### src/common/rob_pkg.sv
package rob_pkg;

	// ********************************************************************
	// Sizes
	// ********************************************************************

	localparam int tag_width  = 3;     // Bits in a buffer index
	localparam int rob_depth  = 8;     // Entries in the buffer (7 usable)
	localparam int data_width = 16;    // Result value and register width
	localparam int reg_count  = 8;     // Architectural registers r0..r7
	localparam int cnt_width  = 8;     // Mispredict counter width

	// LC-3b opcodes in their native 4-bit encoding
	typedef enum logic [3:0] {
		op_br   = 4'b0000,
		op_add  = 4'b0001,
		op_ld   = 4'b0010,
		op_st   = 4'b0011,
		op_jsr  = 4'b0100,
		op_and  = 4'b0101,
		op_ldr  = 4'b0110,
		op_str  = 4'b0111,
		op_rti  = 4'b1000,
		op_not  = 4'b1001,
		op_ldi  = 4'b1010,
		op_sti  = 4'b1011,
		op_jmp  = 4'b1100,
		op_shf  = 4'b1101,
		op_lea  = 4'b1110,
		op_trap = 4'b1111
	} lc3b_opcode;

	typedef logic [2:0] lc3b_reg;              // Architectural register index
	typedef logic [tag_width-1:0] rob_tag;     // Buffer entry index

	// One buffer slot, 25 bits wide
	typedef struct packed {
		lc3b_opcode            inst;       // Opcode of the instruction
		lc3b_reg               dest;       // Destination register
		logic                  predict;    // Branch prediction, only meaningful for op_br
		logic                  valid;      // Value has been produced
		logic [data_width-1:0] value;      // Result, bit 0 is the branch outcome
	} rob_entry;

	// Allocation request into the tail
	typedef struct packed {
		logic       strobe;
		lc3b_opcode inst;
		lc3b_reg    dest;
		logic       predict;
	} issue_req;

	// Result delivery by tag
	typedef struct packed {
		logic                  strobe;
		rob_tag                tag;
		logic [data_width-1:0] value;
	} complete_req;

	// ********************************************************************
	// APB and register map
	// ********************************************************************

	typedef struct packed {
		logic        psel;
		logic        penable;
		logic        pwrite;
		logic [7:0]  paddr;
		logic [31:0] pwdata;
	} apb_req;

	typedef struct packed {
		logic [31:0] prdata;
		logic        pready;
		logic        pslverr;
	} apb_rsp;

	localparam logic [7:0] addr_issue    = 8'h00;  // W: inst[3:0] dest[6:4] predict[8]
	localparam logic [7:0] addr_complete = 8'h04;  // W: tag[2:0] value[31:16]
	localparam logic [7:0] addr_status   = 8'h08;  // R: empty full tail count
	localparam logic [7:0] addr_reg_base = 8'h10;  // R: r0 at 0x10, r7 at 0x2C
	localparam logic [7:0] reg_addr_mask = 8'he3;  // Strips the register index bits

endpackage

### src/design/apb_rob_port.sv
`timescale 1ns/1ns

module apb_rob_port import rob_pkg::*;
(
	input  logic                  clk,
	input  logic                  rst_n,
	input  apb_req                apb_in,
	input  logic                  empty,        // Buffer status for the status register
	input  logic                  full,
	input  rob_tag                tail_tag,
	input  logic [cnt_width-1:0]  mispredicts,
	input  logic [data_width-1:0] reg_data,     // Register file read port
	output apb_rsp                apb_out,
	output issue_req              issue,
	output complete_req           complete,
	output lc3b_reg               reg_sel       // Register file read address
);

	logic        setup;          // First cycle of a transfer
	logic        access;         // Second cycle, where the transfer takes effect
	logic        hit_issue;
	logic        hit_complete;
	logic        hit_status;
	logic        hit_reg;
	logic [7:0]  reg_off;        // Byte offset into the register window
	logic        err_q;          // Issue rejected, valid through the access phase
	logic [31:0] status_word;
	logic [31:0] rd_data;

	// ********************************************************************
	// Phase and address decode
	// ********************************************************************

	assign setup  = apb_in.psel & ~apb_in.penable;
	assign access = apb_in.psel & apb_in.penable;

	assign hit_issue    = apb_in.paddr == addr_issue;
	assign hit_complete = apb_in.paddr == addr_complete;
	assign hit_status   = apb_in.paddr == addr_status;

	assign reg_off = apb_in.paddr - addr_reg_base;
	assign hit_reg = (reg_off & reg_addr_mask) == 8'h00;  // 0x10..0x2C

	assign reg_sel = reg_off[4:2];    // Word index inside the register window

	// The full flag is sampled at the end of the setup phase
	// Only this port can fill the buffer, so a buffer that is not full
	// then cannot become full before the access edge
	always_ff @(posedge clk)
	begin
		if (!rst_n)
			err_q <= 1'b0;
		else
			err_q <= setup & apb_in.pwrite & hit_issue & full;   // Cleared again after access
	end

	// ********************************************************************
	// Producer strobes
	// ********************************************************************

	always_comb
	begin
		issue.strobe  = access & apb_in.pwrite & hit_issue & ~err_q;
		issue.inst    = lc3b_opcode'(apb_in.pwdata[3:0]);
		issue.dest    = apb_in.pwdata[6:4];
		issue.predict = apb_in.pwdata[8];
	end

	always_comb
	begin
		complete.strobe = access & apb_in.pwrite & hit_complete;  // Range check is in the buffer
		complete.tag    = apb_in.pwdata[tag_width-1:0];
		complete.value  = apb_in.pwdata[31:16];
	end

	// ********************************************************************
	// Read data
	// ********************************************************************

	// Status layout: empty[0] full[1] tail[6:4] mispredicts[15:8]
	assign status_word = {16'h0000, mispredicts, 1'b0, tail_tag, 2'b00, full, empty};

	always_comb
	begin
		rd_data = 32'h0;                                  // Write-only addresses read as zero
		if (hit_status)
			rd_data = status_word;
		else if (hit_reg)
			rd_data = {{(32-data_width){1'b0}}, reg_data};
	end

	always_comb
	begin
		apb_out.prdata  = (access & ~apb_in.pwrite) ? rd_data : 32'h0;
		apb_out.pready  = 1'b1;                          // Zero wait states
		apb_out.pslverr = access & err_q;                // Only a rejected issue errors
	end

endmodule

### src/reorder_buffer/reorder_buffer.sv
`timescale 1ns/1ns

module reorder_buffer import rob_pkg::*;
(
	input  logic        clk,
	input  logic        rst_n,
	input  issue_req    issue,       // Allocate at the tail
	input  complete_req complete,    // Write a result by tag
	input  logic        retire,      // Pop the head
	input  logic        flush,       // Drop everything
	output rob_entry    head,        // Oldest entry, for the commit unit
	output logic        empty,
	output logic        full,
	output rob_tag      tail_tag     // Tag the next issue will get
);

	rob_entry             entries [rob_depth];  // Payload storage
	logic [rob_depth-1:0] valid_q;              // Per-slot valid bits, kept apart from payload
	rob_tag               head_q;               // Oldest occupied slot
	rob_tag               tail_q;               // Next free slot
	rob_tag               tail_next;
	rob_tag               head_next;
	rob_tag               cmp_off;              // Distance of the completing tag from head
	rob_tag               used_cnt;             // Number of occupied slots
	logic                 cmp_in_range;
	logic                 do_issue;
	logic                 do_complete;
	logic                 do_retire;

	// ********************************************************************
	// Pointer arithmetic and flags
	// ********************************************************************

	assign tail_next = tail_q + rob_tag'(1);   // Wraps with the tag width
	assign head_next = head_q + rob_tag'(1);

	// One slot is always left free so that head == tail means empty only
	assign empty    = head_q == tail_q;
	assign full     = tail_next == head_q;
	assign tail_tag = tail_q;

	// A tag is occupied when its offset from head is below the fill level
	// Modular subtraction takes care of the wrapped case
	assign cmp_off      = complete.tag - head_q;
	assign used_cnt     = tail_q - head_q;
	assign cmp_in_range = cmp_off < used_cnt;

	assign do_issue    = issue.strobe & ~full & ~flush;      // Flush wins over issue
	assign do_complete = complete.strobe & cmp_in_range;
	assign do_retire   = retire & ~empty;

	// Head view combines the stored payload with the live valid bit
	always_comb
	begin
		head       = entries[head_q];
		head.valid = valid_q[head_q];
	end

	// ********************************************************************
	// Payload storage
	// ********************************************************************

	always_ff @(posedge clk)
	begin
		if (do_issue)
		begin
			entries[tail_q] <= '{
				inst:    issue.inst,
				dest:    issue.dest,
				predict: issue.predict,
				valid:   1'b0,
				value:   '0
			};
		end
		if (do_complete)
			entries[complete.tag].value <= complete.value;  // Result lands out of order
	end

	// ********************************************************************
	// Pointers and valid bits
	// ********************************************************************

	always_ff @(posedge clk)
	begin
		if (!rst_n)
		begin
			head_q  <= '0;
			tail_q  <= '0;
			valid_q <= '0;
		end
		else if (flush)
		begin
			// Mispredict throws away all younger work
			// The head does not advance, both pointers go back to slot 0
			head_q  <= '0;
			tail_q  <= '0;
			valid_q <= '0;
		end
		else
		begin
			if (do_issue)
			begin
				valid_q[tail_q] <= 1'b0;      // New entry waits for its result
				tail_q          <= tail_next;
			end

			if (do_complete)
				valid_q[complete.tag] <= 1'b1;

			// Retirement comes last so a stale completion to the head cannot
			// leave a valid bit behind in a slot that has just been freed
			if (do_retire)
			begin
				valid_q[head_q] <= 1'b0;
				head_q          <= head_next;
			end
		end
	end

endmodule

### src/design/rob_commit.sv
`timescale 1ns/1ns

module rob_commit import rob_pkg::*;
(
	input  logic                  clk,
	input  logic                  rst_n,
	input  rob_entry              head,          // Oldest buffer entry
	input  logic                  empty,
	output logic                  retire,        // Pop the head this cycle
	output logic                  flush,         // Branch went the other way
	output logic                  reg_we,
	output lc3b_reg               reg_waddr,
	output logic [data_width-1:0] reg_wdata,
	output logic [cnt_width-1:0]  mispredicts    // Running count, wraps
);

	logic                 writes_reg;    // Opcode produces a register result
	logic                 is_branch;
	logic                 outcome;       // Actual direction of a branch
	logic                 mispredict;
	logic [cnt_width-1:0] count_q;

	// ********************************************************************
	// Retire decision
	// ********************************************************************

	// In-order retirement, one entry per clock as soon as the head has its value
	assign retire = ~empty & head.valid;

	always_comb
	begin
		case (head.inst)
			op_br,
			op_st,
			op_str,
			op_sti,
			op_jmp:  writes_reg = 1'b0;    // Control flow and stores leave the registers alone
			default: writes_reg = 1'b1;
		endcase
	end

	// ********************************************************************
	// Branch check
	// ********************************************************************

	assign is_branch  = head.inst == op_br;
	assign outcome    = head.value[0];     // Execution reports the direction in bit 0
	assign mispredict = retire & is_branch & (head.predict != outcome);

	assign flush = mispredict;             // The branch itself still retires

	always_ff @(posedge clk)
	begin
		if (!rst_n)
			count_q <= '0;
		else if (mispredict)
			count_q <= count_q + cnt_width'(1);  // Rolls over at 256
	end

	assign mispredicts = count_q;

	// ********************************************************************
	// Register write port
	// ********************************************************************

	// Write lands on the same edge that pops the head
	assign reg_we    = retire & writes_reg;
	assign reg_waddr = head.dest;
	assign reg_wdata = head.value;

endmodule

### src/design/arch_regfile.sv
`timescale 1ns/1ns

module arch_regfile import rob_pkg::*;
(
	input  logic                  clk,
	input  logic                  rst_n,
	input  logic                  we,        // Commit-side write enable
	input  lc3b_reg               waddr,
	input  logic [data_width-1:0] wdata,
	input  lc3b_reg               raddr,     // Host-side read address
	output logic [data_width-1:0] rdata
);

	logic [data_width-1:0] regs [reg_count];   // r0..r7

	// Architectural state, only retired results ever get here
	always_ff @(posedge clk)
	begin
		if (!rst_n)
		begin
			for (int i = 0; i < reg_count; i++)
				regs[i] <= '0;
		end
		else if (we)
		begin
			regs[waddr] <= wdata;
		end
	end

	// Plain read with no bypass, so a same-cycle write shows up next cycle
	assign rdata = regs[raddr];

endmodule

### src/design/rob_subsystem_top.sv
`timescale 1ns/1ns

module rob_subsystem_top import rob_pkg::*;
(
	input  logic   clk,
	input  logic   rst_n,
	input  apb_req apb_in,     // Host bus
	output apb_rsp apb_out
);

	// ********************************************************************
	// Interconnect
	// ********************************************************************

	issue_req              issue;          // Port to buffer
	complete_req           complete;
	rob_entry              head;           // Buffer to commit
	logic                  empty;
	logic                  full;
	rob_tag                tail_tag;
	logic                  retire;         // Commit back to buffer
	logic                  flush;
	logic                  reg_we;         // Commit to register file
	lc3b_reg               reg_waddr;
	logic [data_width-1:0] reg_wdata;
	logic [cnt_width-1:0]  mispredicts;
	lc3b_reg               reg_sel;        // Port to register file read side
	logic [data_width-1:0] reg_data;

	// Host access and producer
	apb_rob_port u_port (
		.clk         (clk),
		.rst_n       (rst_n),
		.apb_in      (apb_in),
		.empty       (empty),
		.full        (full),
		.tail_tag    (tail_tag),
		.mispredicts (mispredicts),
		.reg_data    (reg_data),
		.apb_out     (apb_out),
		.issue       (issue),
		.complete    (complete),
		.reg_sel     (reg_sel)
	);

	reorder_buffer u_rob (
		.clk      (clk),
		.rst_n    (rst_n),
		.issue    (issue),
		.complete (complete),
		.retire   (retire),
		.flush    (flush),
		.head     (head),
		.empty    (empty),
		.full     (full),
		.tail_tag (tail_tag)
	);

	// In-order retirement and branch check
	rob_commit u_commit (
		.clk         (clk),
		.rst_n       (rst_n),
		.head        (head),
		.empty       (empty),
		.retire      (retire),
		.flush       (flush),
		.reg_we      (reg_we),
		.reg_waddr   (reg_waddr),
		.reg_wdata   (reg_wdata),
		.mispredicts (mispredicts)
	);

	arch_regfile u_regs (
		.clk   (clk),
		.rst_n (rst_n),
		.we    (reg_we),
		.waddr (reg_waddr),
		.wdata (reg_wdata),
		.raddr (reg_sel),
		.rdata (reg_data)
	);

endmodule

### config.mk
export PLATFORM = sky130hd
export DESIGN_NAME = rob_subsystem_top
export DESIGN_NICKNAME = d
export VERILOG_FILES = /design/src/common/rob_pkg.sv /design/src/design/apb_rob_port.sv /design/src/reorder_buffer/reorder_buffer.sv /design/src/design/rob_commit.sv /design/src/design/arch_regfile.sv /design/src/design/rob_subsystem_top.sv
export SDC_FILE = /design/constraint.sdc
export NUM_CORES = 1
export LEC_CHECK = 0
export BUFFER_PORTS_ARGS = -buffer_cell sky130_fd_sc_hd__buf_2
export CORE_AREA = 3 3 252 254
export DETAILED_ROUTE_END_ITERATION = 8
export DIE_AREA = 0 0 255 257
export SKIP_LAST_GASP = 1
export SLEW_MARGIN = 10
export SYNTH_ARGS = -nofsm -noshare
export SYNTH_HDL_FRONTEND = slang
export SYNTH_SLANG_ARGS = --single-unit
### constraint.sdc
create_clock -name clk -period 7.1 [get_ports clk]
set_input_delay 1.42 -clock clk [delete_from_list [all_inputs] [get_ports clk]]
set_output_delay 1.42 -clock clk [all_outputs]
set_load 0.005 [all_outputs]
==> key figures <==
Routing
  • Vias per cell: 4.59
  • DR pass1 iterations: 5
  • Detailed Route Iter0 Violations: 629
  • Post-route ant nets: 0
  • DRC: 0
  • Wirelength, routed: 35600 µm
  • Vias: 8512
  • WL/cell: 19.2 µm

GRT
  • Gr ovfl total: 0
  • Antenna violations before repair: 5
  • First-pass GRT wire length: 53800 µm
  • Gr usage total: 10.8%
  • Largest net degree at the start of global routing: 45
  • Vias in the first global route: 8740

Critical path
  • Worst Setup End Kind: output pin
  • Crit path launch type: primary input
  • Worst R2R Setup Slack: 2460 ps
  • Critical path required time: 5680 ps
  • Setup CP Type: primary input to output pin
  • Crit Path Max Fanout: 10
  • FF-to-FF End: u_rob.entries[3][19]
  • Critical Path AT: 4110 ps
  • Depth of the most critical reg-to-reg path: 7

Clock tree
  • Post-CTS Setup Bufs: 0
  • Worst-case clock buffer depth: 3
  • Clock transition at path regs: 50 ps
  • CTS tree: built
  • CTS Sinks: 346
  • Clock latency on the worst-skew pair: 530 ps
  • Root Driver: clkbuf_16
  • H-tree depth: 2
  • CTS buffer count: 38
  • Hold buffer count at cts: 0
  • PostCTS Resize Cnt: 0

Logic synthesis
  • Synthesized area: 0.0153 mm²
  • Largest cells by area after synthesis: edfxtp_1, mux4_2, nor2_1, dfxtp_1, mux2i_1
  • Synth top area share: 62.8%
  • Number of synthesis warnings: 0
  • EDFF count, synth: 320
  • Synth cell types: 61
  • Synth Flop Type: edfxtp_1
  • Top cells by count, synth: edfxtp_1, nor2_1, mux4_2
  • Post-synthesis sequential area ratio: 66.2%
  • Leading area contributor after synthesis: edfxtp_1
  • Count leader, synth: edfxtp_1
  • Mapped Cells: 977
  • #FFs+latches synth: 346
  • Async SR Flop Fraction: 0%
  • Average cell area after synthesis: 15.7 µm²

Finish
  • Final cell count without fillers: 1854
  • Util after Layout: 28.5%
  • Layout cells sized above 1: 20.7%
  • Fillers: 6149
  • Fin nets: 1094
  • Reg area: 0.0101 mm²
  • Diodes inserted: 0
  • Area of the multi-input gates: 0.00478 mm²
  • Area Growth Syn to Fin: 14.4%

Job
  • MaxCap Viol Count: 0

Place
  • Dpl cells: 1787
  • Post-detail-place hpwl: 22300 µm
  • Port Buffers: 53
  • RePlAce Congestion: 0.768

Timing
  • Actual slew at the worst max-slew pin: 1010 ps
  • Final setup fails: 0
  • Crit path time final: 5530 ps
  • Period utilisation layout: 77.9%
  • Relative slew slack: 32.3%
  • Final hold slack: 511 ps
  • Setup TNS: 0 ps
  • Max Clk Rate: 181 MHz
  • Slew Limit Fails: 0
  • Final-report hold violation count: 0
  • Setup Skew: 15.8 ps
  • RSZ-0062 raised after global routing: no

Floorplanning
  • Initial Utilization: 24.9%
  • Io pins: 79
  • Core Region: 0.0615 mm²
  • # rows: 91
  • Die area: 0.0655 mm²
  • Die height: 257 µm
  • Die W: 255 µm

Pwr
  • Leak: 5.98 nW
  • PD cells: 242 mW/mm²
  • VDD IR-drop max: 0.137 mV

Outcome
  • Outcome: finished, final reports clean

Hold path
  • Hold Crit Endpoint: u_commit.mispredicts[5]
  • Count of cells along the worst hold path: 2
  • Min-delay src: u_commit.mispredicts[5]
  • Hold Path Class: register to register
==> layout by cell type, fill, tap and decap left out, types with 12 or more instances in the layout <==
cell,count
a21oi_1,14
nand2_1,48
inv_1,12
and2_1,29
dfxtp_1,24
clkbuf_16,39
o21ai_0,24
mux4_2,72
edfxtp_1,320
buf_4,15
conb_1,17
buf_2,53
mux2i_1,44
nor2_1,171
clkbuf_1,12
==> how the worst max path moves through the flow <==
stage | start | to | slack (ps)
floorplan | apb_in[36] | apb_out[13] | 2030
global placement | apb_in[0] | u_rob.entries[5][23] | 1620
detailed placement | apb_in[0] | u_rob.entries[4][23] | 1580
CTS | apb_in[36] | apb_out[8] | 1600
global route | apb_in[36] | apb_out[8] | 1260
finish | apb_in[36] | apb_out[8] | 1570
==> stage by stage <==
step / area [µm²] / power (mW) / setup WS (ps)
6_report: 17500 / 4.23 / 1570
5_1_grt: 17500 / 4.36 / 1260
4_1_cts: 17500 / 4.27 / 1600
3_5_place_dp: 16300 / 2.40 / 1580
3_3_place_gp: 16300 / 2.39 / 1620
2_1_floorplan: 15400 / 2.36 / 2030
==> final cells by class <==
class / instances / share of cell area [%]
Sequential cell: 346 / 57.9
Inverter: 15 / 0.321
Tap cell: 790 / 5.64
Clock buffer: 52 / 5.91
Timing Repair Buffer: 68 / 2.16
Multi-Input combinational cell: 568 / 27.3
Clock inverter: 15 / 0.829
==> routing by layer <==
layer	GRT usage (%)	vias up	wire, µm
met5	0	-	38
met4	2.83	6	675
met3	1.71	56	2040
met2	17.1	257	16700
met1	15.3	4366	16100
li1	-	3827	-
==> power by group <==
| part | leakage (nW) | internal (mW) | switching [mW] | total, mW |
|---|---|---|---|---|
| Combinational | 1.81 | 0.0414 | 0.0694 | 0.111 |
| Clock | 0.573 | 1.10 | 0.780 | 1.88 |
| Sequential | 3.60 | 2.23 | 0.00606 | 2.24 |
==> worst max-delay path, cell delays in order <==
cell	delay, ps
buf_2	130
inv_2	60
ha_1	130
or4b_1	480
nor3_1	400
nand2_1	160
nor3_2	810
nand2_1	120
o21ai_0	190
buf_2	200
==> kinds of logic (layout without fill, tap and decap cells) <==
| family | Yosys count | count (layout) | synth area share [%] |
|---|---|---|---|
| fa+ha+maj | 12 | 12 | 1.08 |
| other cells | 2 | 17 | 0.0491 |
| buf+inv | 78 | 150 | 3.04 |
| simple gates | 308 | 308 | 9.07 |
| compound gates | 90 | 90 | 4.97 |
| flops | 346 | 346 | 66.2 |
| mux | 122 | 122 | 14.3 |
| xor+xnor | 19 | 19 | 1.31 |
==> registers in the layout (all words and copies together), names as in the netlist, named ones only <==
signal                count
u_rob.entries           192
u_regs.regs             128
u_commit.mispredicts      8
u_rob.valid_q             8
u_rob.head_q              3
u_rob.tail_tag            3
u_port.err_q              1
Note: power is estimated with default switching activity, not from simulation.
